`src/rtl/udp_noc_pkg.sv`:
```
`default_nettype none

package udp_noc_pkg;

    ////////////////////////////////////////////////////////////
    // Field widths
    ////////////////////////////////////////////////////////////
    localparam int NOC_DATA_W   = 128;
    localparam int NODE_ID_W    = 16;
    localparam int MSG_LEN_W    = 8;
    localparam int IP_ADDR_W    = 32;
    localparam int PORT_W       = 16;
    localparam int UDP_LEN_W    = 16;
    localparam int NUM_BLOCKS_W = 8;

    // UDP length grows by one block in the reply.
    localparam logic [UDP_LEN_W-1:0] BLOCK_BYTES = 16;

    localparam int HDR_PAD_W  = NOC_DATA_W - 2 * NODE_ID_W - MSG_LEN_W;
    localparam int META_PAD_W = NOC_DATA_W - 2 * IP_ADDR_W - 2 * PORT_W - UDP_LEN_W;
    localparam int REQ_PAD_W  = NOC_DATA_W - NUM_BLOCKS_W;

    ////////////////////////////////////////////////////////////
    // Flit formats, most significant field first
    ////////////////////////////////////////////////////////////
    typedef struct packed {
        logic [NODE_ID_W-1:0] dst_id;
        logic [NODE_ID_W-1:0] src_id;
        logic [MSG_LEN_W-1:0] msg_len;
        logic [HDR_PAD_W-1:0] padding;
    } noc_hdr_flit;

    typedef struct packed {
        logic [IP_ADDR_W-1:0]  src_ip;
        logic [IP_ADDR_W-1:0]  dst_ip;
        logic [PORT_W-1:0]     src_port;
        logic [PORT_W-1:0]     dst_port;
        logic [UDP_LEN_W-1:0]  data_length;
        logic [META_PAD_W-1:0] padding;
    } udp_meta_flit;

    typedef struct packed {
        logic [NUM_BLOCKS_W-1:0] num_req_blocks;
        logic [REQ_PAD_W-1:0]    padding;
    } req_flit;

endpackage

`default_nettype wire

```
`src/rtl/rs_encode_pkg.sv`:
```
`default_nettype none

package rs_encode_pkg;

    ////////////////////////////////////////////////////////////
    // Input FSM states
    ////////////////////////////////////////////////////////////
    // One state per flit kind of an incoming message.
    typedef enum logic [1:0] {
        ST_HDR,
        ST_META,
        ST_REQ,
        ST_DATA
    } in_state_e;

    ////////////////////////////////////////////////////////////
    // Reply flit select
    ////////////////////////////////////////////////////////////
    // Kind of reply flit to form in the output stage.
    typedef enum logic [2:0] {
        SEL_NONE,
        SEL_HDR,
        SEL_META,
        SEL_REQ,
        SEL_DATA,
        SEL_PARITY
    } out_sel_e;

endpackage

`default_nettype wire

```
`src/rtl/udp_rs_encode_in_ctrl.sv`:
```
`timescale 1ns/10ps
`default_nettype none

module udp_rs_encode_in_ctrl (
    input  logic                    clk,
    input  logic                    rst,
    input  logic                    in_val,
    input  logic                    last_flit,
    output logic                    store_hdr,
    output logic                    store_meta,
    output logic                    store_req,
    output logic                    incr_flits,
    output logic                    last_data,
    output rs_encode_pkg::out_sel_e flit_sel
);

    rs_encode_pkg::in_state_e state_reg;
    rs_encode_pkg::in_state_e state_next;

    always_ff @(posedge clk) begin
        if (rst) begin
            state_reg <= rs_encode_pkg::ST_HDR;
        end else begin
            state_reg <= state_next;
        end
    end

    // Strobes are only raised on a valid flit.
    always_comb begin
        store_hdr  = 1'b0;
        store_meta = 1'b0;
        store_req  = 1'b0;
        incr_flits = 1'b0;
        last_data  = 1'b0;
        flit_sel   = rs_encode_pkg::SEL_NONE;
        state_next = state_reg;

        if (in_val) begin
            case (state_reg)
                rs_encode_pkg::ST_HDR: begin
                    store_hdr  = 1'b1;
                    flit_sel   = rs_encode_pkg::SEL_HDR;
                    state_next = rs_encode_pkg::ST_META;
                end
                rs_encode_pkg::ST_META: begin
                    store_meta = 1'b1;
                    incr_flits = 1'b1;
                    flit_sel   = rs_encode_pkg::SEL_META;
                    state_next = rs_encode_pkg::ST_REQ;
                end
                rs_encode_pkg::ST_REQ: begin
                    store_req  = 1'b1;
                    incr_flits = 1'b1;
                    flit_sel   = rs_encode_pkg::SEL_REQ;
                    state_next = rs_encode_pkg::ST_DATA;
                end
                rs_encode_pkg::ST_DATA: begin
                    incr_flits = 1'b1;
                    flit_sel   = rs_encode_pkg::SEL_DATA;
                    // Last data block closes the message.
                    if (last_flit) begin
                        last_data  = 1'b1;
                        state_next = rs_encode_pkg::ST_HDR;
                    end
                end
                default: begin
                    state_next = rs_encode_pkg::ST_HDR;
                end
            endcase
        end
    end

endmodule

`default_nettype wire

```
`src/rtl/udp_rs_encode_in_datap.sv`:
```
`timescale 1ns/10ps
`default_nettype none

module udp_rs_encode_in_datap (
    input  logic                                 clk,
    input  logic                                 rst,
    input  logic [udp_noc_pkg::NOC_DATA_W-1:0]   in_data,
    input  logic                                 store_hdr,
    input  logic                                 store_meta,
    input  logic                                 store_req,
    input  logic                                 incr_flits,
    output logic [udp_noc_pkg::MSG_LEN_W-1:0]    msg_len,
    output logic [udp_noc_pkg::IP_ADDR_W-1:0]    src_ip,
    output logic [udp_noc_pkg::IP_ADDR_W-1:0]    dst_ip,
    output logic [udp_noc_pkg::PORT_W-1:0]       src_port,
    output logic [udp_noc_pkg::PORT_W-1:0]       dst_port,
    output logic [udp_noc_pkg::UDP_LEN_W-1:0]    data_len,
    output logic [udp_noc_pkg::NUM_BLOCKS_W-1:0] num_blocks,
    output logic                                 last_flit
);

    udp_noc_pkg::noc_hdr_flit  hdr_cast;
    udp_noc_pkg::udp_meta_flit meta_cast;
    udp_noc_pkg::req_flit      req_cast;

    logic [udp_noc_pkg::MSG_LEN_W-1:0]    num_flits_reg;
    logic [udp_noc_pkg::MSG_LEN_W-1:0]    num_flits_next;
    logic [udp_noc_pkg::MSG_LEN_W-1:0]    flits_cnt_reg;
    logic [udp_noc_pkg::MSG_LEN_W-1:0]    flits_cnt_next;
    logic [udp_noc_pkg::NUM_BLOCKS_W-1:0] num_blocks_reg;
    logic [udp_noc_pkg::NUM_BLOCKS_W-1:0] num_blocks_next;

    logic [udp_noc_pkg::IP_ADDR_W-1:0] src_ip_reg;
    logic [udp_noc_pkg::IP_ADDR_W-1:0] dst_ip_reg;
    logic [udp_noc_pkg::PORT_W-1:0]    src_port_reg;
    logic [udp_noc_pkg::PORT_W-1:0]    dst_port_reg;
    logic [udp_noc_pkg::UDP_LEN_W-1:0] data_len_reg;

    assign hdr_cast  = in_data;
    assign meta_cast = in_data;
    assign req_cast  = in_data;

    ////////////////////////////////////////////////////////////
    // Hold-or-load field capture
    ////////////////////////////////////////////////////////////
    assign num_flits_next  = store_hdr ? hdr_cast.msg_len : num_flits_reg;
    assign num_blocks_next = store_req ? req_cast.num_req_blocks : num_blocks_reg;

    assign src_ip   = store_meta ? meta_cast.src_ip      : src_ip_reg;
    assign dst_ip   = store_meta ? meta_cast.dst_ip      : dst_ip_reg;
    assign src_port = store_meta ? meta_cast.src_port    : src_port_reg;
    assign dst_port = store_meta ? meta_cast.dst_port    : dst_port_reg;
    assign data_len = store_meta ? meta_cast.data_length : data_len_reg;

    // Fields are visible in the cycle their flit arrives.
    assign msg_len    = num_flits_next;
    assign num_blocks = num_blocks_next;

    always_ff @(posedge clk) begin
        src_ip_reg     <= src_ip;
        dst_ip_reg     <= dst_ip;
        src_port_reg   <= src_port;
        dst_port_reg   <= dst_port;
        data_len_reg   <= data_len;
        num_blocks_reg <= num_blocks_next;
    end

    ////////////////////////////////////////////////////////////
    // Flit counter
    ////////////////////////////////////////////////////////////
    // Counts flits after the header, so the last one sits at msg_len - 1.
    assign flits_cnt_next = store_hdr  ? '0 :
                            incr_flits ? flits_cnt_reg + 1'b1 :
                                         flits_cnt_reg;

    assign last_flit = (flits_cnt_reg == (num_flits_reg - 1'b1));

    always_ff @(posedge clk) begin
        if (rst) begin
            num_flits_reg <= '0;
            flits_cnt_reg <= '0;
        end else begin
            num_flits_reg <= num_flits_next;
            flits_cnt_reg <= flits_cnt_next;
        end
    end

endmodule

`default_nettype wire

```
`src/rtl/parity_block_encoder.sv`:
```
`timescale 1ns/10ps
`default_nettype none

module parity_block_encoder (
    input  logic                               clk,
    input  logic                               rst,
    input  logic [udp_noc_pkg::NOC_DATA_W-1:0] data,
    input  logic                               data_val,
    input  logic                               last,
    output logic [udp_noc_pkg::NOC_DATA_W-1:0] parity,
    output logic                               parity_val
);

    // Single check symbol, so the parity block is the XOR of all blocks.
    logic [udp_noc_pkg::NOC_DATA_W-1:0] acc_reg;
    logic [udp_noc_pkg::NOC_DATA_W-1:0] acc_next;

    assign acc_next = data_val ? (acc_reg ^ data) : acc_reg;

    ////////////////////////////////////////////////////////////
    // Accumulator
    ////////////////////////////////////////////////////////////
    always_ff @(posedge clk) begin
        if (rst) begin
            acc_reg <= '0;
        end else if (last) begin
            // Start clean for the next message.
            acc_reg <= '0;
        end else begin
            acc_reg <= acc_next;
        end
    end

    ////////////////////////////////////////////////////////////
    // Parity output
    ////////////////////////////////////////////////////////////
    always_ff @(posedge clk) begin
        if (last) begin
            parity <= acc_next;
        end
    end

    // One-cycle pulse after the last block.
    always_ff @(posedge clk) begin
        if (rst) begin
            parity_val <= 1'b0;
        end else begin
            parity_val <= last;
        end
    end

endmodule

`default_nettype wire

```
`src/rtl/udp_rs_encode_out_ctrl.sv`:
```
`timescale 1ns/10ps
`default_nettype none

module udp_rs_encode_out_ctrl (
    input  logic                                 clk,
    input  logic                                 rst,
    input  logic [udp_noc_pkg::NOC_DATA_W-1:0]   in_data,
    input  rs_encode_pkg::out_sel_e              flit_sel,
    input  logic [udp_noc_pkg::MSG_LEN_W-1:0]    msg_len,
    input  logic [udp_noc_pkg::IP_ADDR_W-1:0]    src_ip,
    input  logic [udp_noc_pkg::IP_ADDR_W-1:0]    dst_ip,
    input  logic [udp_noc_pkg::PORT_W-1:0]       src_port,
    input  logic [udp_noc_pkg::PORT_W-1:0]       dst_port,
    input  logic [udp_noc_pkg::UDP_LEN_W-1:0]    data_len,
    input  logic [udp_noc_pkg::NUM_BLOCKS_W-1:0] num_blocks,
    input  logic [udp_noc_pkg::NOC_DATA_W-1:0]   parity,
    input  logic                                 parity_val,
    output logic [udp_noc_pkg::NOC_DATA_W-1:0]   out_data,
    output logic                                 out_val
);

    udp_noc_pkg::noc_hdr_flit  hdr_in;
    udp_noc_pkg::udp_meta_flit meta_in;
    udp_noc_pkg::req_flit      req_in;
    udp_noc_pkg::noc_hdr_flit  hdr_out;
    udp_noc_pkg::udp_meta_flit meta_out;
    udp_noc_pkg::req_flit      req_out;

    logic [udp_noc_pkg::NOC_DATA_W-1:0] reply_next;

    assign hdr_in  = in_data;
    assign meta_in = in_data;
    assign req_in  = in_data;

    ////////////////////////////////////////////////////////////
    // Reply flit formation
    ////////////////////////////////////////////////////////////
    // Header goes back to the sender with room for the parity flit.
    assign hdr_out.dst_id  = hdr_in.src_id;
    assign hdr_out.src_id  = hdr_in.dst_id;
    assign hdr_out.msg_len = msg_len + 1'b1;
    assign hdr_out.padding = hdr_in.padding;

    assign meta_out.src_ip      = dst_ip;
    assign meta_out.dst_ip      = src_ip;
    assign meta_out.src_port    = dst_port;
    assign meta_out.dst_port    = src_port;
    assign meta_out.data_length = data_len + udp_noc_pkg::BLOCK_BYTES;
    assign meta_out.padding     = meta_in.padding;

    assign req_out.num_req_blocks = num_blocks + 1'b1;
    assign req_out.padding        = req_in.padding;

    // Parity only shows up in the idle cycle after a message.
    always_comb begin
        if (parity_val) begin
            reply_next = parity;
        end else begin
            case (flit_sel)
                rs_encode_pkg::SEL_HDR:  reply_next = hdr_out;
                rs_encode_pkg::SEL_META: reply_next = meta_out;
                rs_encode_pkg::SEL_REQ:  reply_next = req_out;
                default:                 reply_next = in_data;
            endcase
        end
    end

    always_ff @(posedge clk) begin
        out_data <= reply_next;
    end

    always_ff @(posedge clk) begin
        if (rst) begin
            out_val <= 1'b0;
        end else begin
            out_val <= parity_val || (flit_sel != rs_encode_pkg::SEL_NONE);
        end
    end

endmodule

`default_nettype wire

```
`src/rtl/udp_rs_encode_top.sv`:
```
`timescale 1ns/10ps
`default_nettype none

module udp_rs_encode_top (
    input  logic                               clk,
    input  logic                               rst,
    input  logic [udp_noc_pkg::NOC_DATA_W-1:0] in_data,
    input  logic                               in_val,
    output logic [udp_noc_pkg::NOC_DATA_W-1:0] out_data,
    output logic                               out_val
);

    logic                                 store_hdr;
    logic                                 store_meta;
    logic                                 store_req;
    logic                                 incr_flits;
    logic                                 last_data;
    logic                                 last_flit;
    logic                                 data_strobe;
    rs_encode_pkg::out_sel_e              flit_sel;
    logic [udp_noc_pkg::MSG_LEN_W-1:0]    msg_len;
    logic [udp_noc_pkg::IP_ADDR_W-1:0]    src_ip;
    logic [udp_noc_pkg::IP_ADDR_W-1:0]    dst_ip;
    logic [udp_noc_pkg::PORT_W-1:0]       src_port;
    logic [udp_noc_pkg::PORT_W-1:0]       dst_port;
    logic [udp_noc_pkg::UDP_LEN_W-1:0]    data_len;
    logic [udp_noc_pkg::NUM_BLOCKS_W-1:0] num_blocks;
    logic [udp_noc_pkg::NOC_DATA_W-1:0]   parity;
    logic                                 parity_val;

    // Only data blocks feed the encoder.
    assign data_strobe = incr_flits && (flit_sel == rs_encode_pkg::SEL_DATA);

    udp_rs_encode_in_ctrl in_ctrl (
        .clk        (clk),
        .rst        (rst),
        .in_val     (in_val),
        .last_flit  (last_flit),
        .store_hdr  (store_hdr),
        .store_meta (store_meta),
        .store_req  (store_req),
        .incr_flits (incr_flits),
        .last_data  (last_data),
        .flit_sel   (flit_sel)
    );

    udp_rs_encode_in_datap in_datap (
        .clk        (clk),
        .rst        (rst),
        .in_data    (in_data),
        .store_hdr  (store_hdr),
        .store_meta (store_meta),
        .store_req  (store_req),
        .incr_flits (incr_flits),
        .msg_len    (msg_len),
        .src_ip     (src_ip),
        .dst_ip     (dst_ip),
        .src_port   (src_port),
        .dst_port   (dst_port),
        .data_len   (data_len),
        .num_blocks (num_blocks),
        .last_flit  (last_flit)
    );

    parity_block_encoder encoder (
        .clk        (clk),
        .rst        (rst),
        .data       (in_data),
        .data_val   (data_strobe),
        .last       (last_data),
        .parity     (parity),
        .parity_val (parity_val)
    );

    udp_rs_encode_out_ctrl out_ctrl (
        .clk        (clk),
        .rst        (rst),
        .in_data    (in_data),
        .flit_sel   (flit_sel),
        .msg_len    (msg_len),
        .src_ip     (src_ip),
        .dst_ip     (dst_ip),
        .src_port   (src_port),
        .dst_port   (dst_port),
        .data_len   (data_len),
        .num_blocks (num_blocks),
        .parity     (parity),
        .parity_val (parity_val),
        .out_data   (out_data),
        .out_val    (out_val)
    );

endmodule

`default_nettype wire

```
`config.mk`:
```
export PLATFORM = sky130hd
export DESIGN_NAME = udp_rs_encode_top
export DESIGN_NICKNAME = d
export VERILOG_FILES = /design/src/rtl/udp_noc_pkg.sv /design/src/rtl/rs_encode_pkg.sv /design/src/rtl/udp_rs_encode_in_ctrl.sv /design/src/rtl/udp_rs_encode_in_datap.sv /design/src/rtl/parity_block_encoder.sv /design/src/rtl/udp_rs_encode_out_ctrl.sv /design/src/rtl/udp_rs_encode_top.sv
export SDC_FILE = /design/constraint.sdc
export NUM_CORES = 1
export LEC_CHECK = 0
export ABC_AREA = 1
export BUFFER_PORTS_ARGS = -buffer_cell sky130_fd_sc_hd__buf_2
export CAP_MARGIN = 20
export CORE_UTILIZATION = 35
export CTS_CLUSTER_DIAMETER = 50
export CTS_CLUSTER_SIZE = 10
export DETAILED_ROUTE_END_ITERATION = 10
export PLACE_DENSITY = 0.65
export SLEW_MARGIN = 10
export SYNTH_ARGS = -nofsm -noshare
export SYNTH_HDL_FRONTEND = slang
export SYNTH_SLANG_ARGS = --single-unit
```
`constraint.sdc`:
```
create_clock -name clk -period 10.8 [get_ports clk]
set_input_delay 1.62 -clock clk [delete_from_list [all_inputs] [get_ports clk]]
set_output_delay 1.62 -clock clk [all_outputs]
set_load 0.005 [all_outputs]
```
# ---- Word level (Yosys, flattened, before mapping)
# Index checks and enable logic that the tools add are counted.
dict set report classes {
  n_addsub 5
  n_eq_ne 9
  n_mux 25
  n_bitwise 1
  reduce_logical 8
}
# operator n
set op_table {}
lappend op_table {{128-bit one-hot mux with 3 select lines} 1}
lappend op_table {{128-bit 2-to-1 mux} 2}
lappend op_table {{128-bit bitwise XOR} 1}
lappend op_table {{32-bit 2-to-1 mux} 2}
lappend op_table {{16-bit 2-to-1 mux} 3}
lappend op_table {{8-bit by 1-bit adder with 8-bit output (second input constant)} 3}
lappend op_table {{16-bit by 5-bit adder with 16-bit output (second input constant)} 1}
lappend op_table {{8-bit 2-to-1 mux} 2}
lappend op_table {{3-bit one-hot mux with 4 select lines} 1}
lappend op_table {{1-bit 2-to-1 mux} 11}
lappend op_table {{8-bit equality test} 1}
lappend op_table {{2-bit one-hot mux with 4 select lines} 1}
lappend op_table {{8-bit by 1-bit subtractor with 8-bit output (second input constant)} 1}
lappend op_table {{3-bit by 2-bit equality test with 1-bit output (second input constant)} 2}
lappend op_table {{2-bit equality test (second input constant)} 2}
lappend op_table {{2-bit OR reduction} 2}
lappend op_table {{3-bit by 1-bit equality test with 1-bit output (second input constant)} 1}
lappend op_table {{3-bit equality test (second input constant)} 1}
lappend op_table {{3-bit 2-to-1 mux} 1}
lappend op_table {{3-bit nonzero test} 1}
lappend op_table {{3-bit OR reduction} 1}
lappend op_table {{2-bit by 1-bit equality test with 1-bit output (second input constant)} 1}
lappend op_table {{2-bit logical NOT} 1}
lappend op_table {{2-bit 2-to-1 mux} 1}
lappend op_table {{other kinds (4)} 4}
dict set report word_totals {
  ff_bits 524
  input_bits 131
  out_inout_bits 129
}

# ---- Depth between registers and ports, before layout
dict set report logic_depth {
  ltp_word 7
  mapped_depth 16
  ltp_nobuf 15
}

# ---- Cells and area by module
# A second synthesis with hierarchy kept.
dict set report hier_totals {
  cells_unflattened 2530
  area_unflattened_um2 21159.0
}
# module instances cells_each area_each_um2 seq_area_each_um2
set modules_own_cells {}
lappend modules_own_cells {parity_block_encoder 1 1198 10203.5 6426.2}
lappend modules_own_cells {udp_rs_encode_out_ctrl 1 889 5924.4 2582.5}
lappend modules_own_cells {udp_rs_encode_in_datap 1 401 4779.6 2722.6}
lappend modules_own_cells {udp_rs_encode_in_ctrl 1 37 230.2 40.0}
lappend modules_own_cells {udp_rs_encode_top 1 5 21.3 0.0}

# ---- Least setup slack after synthesis
# Ideal clock, no wire load.
dict set report synth_timing {
  path_kind {input port to flip-flop}
  from {in in_val}
  to {reg encoder.parity[0] in the netlist's numbering (enable)}
  setup_ns 0.617
  arrival_ns 7.687
  required_ns 10.183
  setup_slack_ns 2.495
  stages 9
  n_path_buf 1
  cell_sequence {buf_4 -> nand2_1 -> nor2_1 -> nand2_1 -> nor2_1 -> nand2_1 -> nor2_1 -> nand4_2 -> nor2_1}
}
dict set report synth_via {
  elab_chain_cells 1
}
# item line_no
set synth_rtl {}
lappend synth_rtl {{from (decl)} udp_rs_encode_top.sv:8} ;# input logic in_val,
lappend synth_rtl {{1-bit 2-to-1 mux} udp_rs_encode_in_ctrl.sv:38} ;# if (in_val) begin
lappend synth_rtl {{via encoder.last} parity_block_encoder.sv:9} ;# input logic last,
lappend synth_rtl {{to (signal assigned)} parity_block_encoder.sv:39} ;# parity <= acc_next;
lappend synth_rtl {{to (decl)} parity_block_encoder.sv:10} ;# output logic [udp_noc_pkg::NOC_DATA_W-1:0] parity,
# The timed path passes the listed nets, and every way through them passes these cells.
# A chain may end at the register's enable or synchronous reset.

# ---- Final worst setup path
dict set report layout_timing {
  from {in in_val}
  to {reg out_ctrl.out_data[90] in the netlist's numbering}
}
dict set report layout_via {
  elab_chain_cells 5
}
# item line_no
set layout_rtl {}
lappend layout_rtl {{1-bit 2-to-1 mux} udp_rs_encode_in_ctrl.sv:38}
lappend layout_rtl {{8-bit 2-to-1 mux} udp_rs_encode_in_datap.sv:46} ;# assign num_flits_next = store_hdr ? hdr_cast.msg_len : num_flits_reg;
lappend layout_rtl {{8-bit by 1-bit adder with 8-bit output} udp_rs_encode_out_ctrl.sv:41} ;# assign hdr_out.msg_len = msg_len + 1'b1;
lappend layout_rtl {{128-bit one-hot mux with 3 select lines *} udp_rs_encode_out_ctrl.sv:59} ;# case (flit_sel)
lappend layout_rtl {{128-bit 2-to-1 mux *} udp_rs_encode_out_ctrl.sv:56} ;# if (parity_val) begin
lappend layout_rtl {{via out_ctrl.reply_next, one bit} udp_rs_encode_out_ctrl.sv:29} ;# logic [udp_noc_pkg::NOC_DATA_W-1:0] reply_next;
lappend layout_rtl {{to (signal assigned)} udp_rs_encode_out_ctrl.sv:69} ;# out_data <= reply_next;
lappend layout_rtl {{to (decl)} udp_rs_encode_out_ctrl.sv:18} ;# output logic [udp_noc_pkg::NOC_DATA_W-1:0] out_data,
# The timed path passes the listed nets; every way through them passes the cells marked *.

==> results.json <==
{
  "grt_pass1_vias": 14820,
  "yosys-top-cells-count": "396 x dfxtp_1, 395 x nor2_1, 384 x nand2_1",
  "drtIter0Drc": 933,
  "fin_skew_ns": 0.02457,
  "drt_first_pass_iters": 9,
  "cpMostUsedCell": "buf_4",
  "hold_slack_ns": 0.4378,
  "antenna_found_initial": 9,
  "synth_ff_type": "dfxtp_1",
  "cts_buffer_depth": 3,
  "setup_violations": 0,
  "nFillCells": 5610,
  "clk_pin_slew_ns": 0.05,
  "syn_area_mm2": 0.02019,
  "yosysTopAreaCellShare_pct": 39.27,
  "grt_pass1_wl_mm": 84.26,
  "slew_headroom_pct": 26.79,
  "port_buffers": 259,
  "ys_seq_elements": 524,
  "rows": 87,
  "post-route-drc-count": 0,
  "cts.sink_count": 524,
  "post_cts_buffers": 0,
  "synthArstFlopShare_pct": 0,
  "fp.dieArea_mm2": 0.05864,
  "hpwl_mm": 35.73,
  "synth-edff-count": 128,
  "hold_buffers": 0,
  "fin_util_pct": 42.35,
  "status": "completed",
  "yosys_warnings": 0,
  "core_area_mm2": 0.05671,
  "crit_path_max_fanout": 72,
  "hold_viol": 0,
  "ios": 260,
  "finalPower_mw": 4.878,
  "syn2layout_area_growth_pct": 18.98,
  "netlist_instances": 2328,
  "syn_nets": 2470,
  "num_vias": 15300,
  "cts_tree": "yes",
  "rsz0062_at_grt": "false",
  "critPathLaunchType": "primary input",
  "grtUsageTotal_pct": 18.43,
  "p_per_area_mw_per_mm2": 203.1,
  "nNetsFinal": 2704,
  "period_share_pct": 37.28,
  "routedWlPerCell_um": 16.03,
  "synth_cell_types": 39,
  "crit_type": "primary input to flop",
  "slowest_delay_ns": 0.71,
  "wirelength_mm": 54.01,
  "synth_most_common_cell": "dfxtp_1",
  "synth.avg_cell_area_um2": 8.671,
  "ir_drop_v": 0.00009816,
  "cts_root_buf": "clkbuf_16",
  "maxSlewViolCount": 0,
  "crit_slowest_cell": "buf_4",
  "worstHoldPathType": "flop to flop",
  "gp_congestion": 0.8130,
  "die_x_um": 242.2,
  "end_kind": "flop",
  "placed_area_mm2": 0.02204,
  "fmax_mhz": 248.4,
  "clkLatencyLatePin_ns": 0.58,
  "crit_required_ns": 11.30,
  "die_h_um": 242.2,
  "p_leak_nw": 10.74,
  "fin_tns_setup_ns": 0,
  "synth.area.top_cells": "dfxtp_1 39%, edfxtp_1 19%, nor2_1 7.3%, nand2_1 7.1%, inv_1 5.8%",
  "design_area_mm2": 0.02402,
  "yosysSeqAreaShare_pct": 58.31,
  "layout_min_cycle_time_ns": 4.026,
  "crit_path_cell_trace": "buf_2 > nand2_1 > nor2_2 > nand2_4 > buf_4 > inv_4 > buf_4 > a21oi_1 > nand3_1 > o21ai_0 > inv_1",
  "htreeDepth": 3,
  "routed_via_density": 4.543,
  "ant_nets": 0,
  "arrival_ns": 4.53,
  "grt_max_degree": 115,
  "grt_remaining_overflow": 0,
  "cts_resized": 0,
  "worst_pin_slew_ns": 1.098,
  "initial_core_util_pct": 35.59,
  "synth_top_cell_by_area": "dfxtp_1",
  "drive_gt1_share_pct": 14.21,
  "max-cap-violations": 0,
  "cts_buffers": 66
}
routing by layer:
layer	global-route usage [%]	vias up	share of wire (%)
met1	24.45	7081	45
met5	0	-	0.13
met2	29.30	357	46
met3	4.187	89	6.4
li1	-	7765	-
met4	6.683	12	2.2
final timing paths:
check | from | endpoint | slack [ns] | depth (start not counted)
worst min-delay path | encoder.parity[95] | out_ctrl.out_data[95] | 0.44 | 2
worst max register to register | in_ctrl.state_reg[0] | out_ctrl.out_data[127] | 7.20 | 12
worst max-delay path | in_val | out_ctrl.out_data[90] | 6.77 | 11
worst min register to register | encoder.parity[95] | out_ctrl.out_data[95] | 0.44 | 2
power breakdown:
part | leakage, nW | total, mW | internal (mW) | switching, mW
clock | 0.949 | 2.02 | 1.22 | 0.806
combinational | 5.56 | 0.563 | 0.204 | 0.360
sequential | 4.24 | 2.29 | 2.21 | 0.0775
metrics by stage:
stage / setup slack, ns / cells
after floorplan: 2.495 / 2328
after detailed placement: 6.149 / 3250
after global routing: 6.542 / 3368
after global placement: 6.147 / 3250
after CTS: 6.765 / 3367
final: 6.774 / 3369
cell type report:
class	instances	area (um^2)	area share, %
repair buffers	275	1416	5.897
flip-flops and latches	524	11780	49.02
multi-input cells	1378	6704	27.91
diodes	2	5.005	0.02084
inverters	317	1195	4.975
well taps	756	945.9	3.938
clock buffers	109	1887	7.855
clock inverters	8	91.34	0.3803
layout by cell type (no fill, tap or decap), drive strengths merged, types with 8 or more instances in the layout:
cell	n
a21oi	169
a31oi	29
buf	275
clkbuf	109
dfxtp	396
edfxtp	128
ha	11
inv	322
nand2	385
nand3	31
nor2	400
o21ai	177
xnor2	129
xor2	8
critical path, delay by kind of cell:
kind                   cells  cell delay, ns
buffers and inverters      5            2.09
AND/OR/NAND/NOR            4            0.52
AO/OA/AOI/OAI              2            0.21
logic make-up (layout without fill, tap and decap cells):
kind of cell	Yosys count	after routing	synth area share, %
compound gates	394	394	10.25
xor+xnor	137	137	5.944
fa+ha+maj	11	11	0.6818
buf+inv	426	709	8.659
flops	524	524	58.31
other cells	0	2	0
simple gates	836	836	16.15
Power figures use the tool's default switching activity.
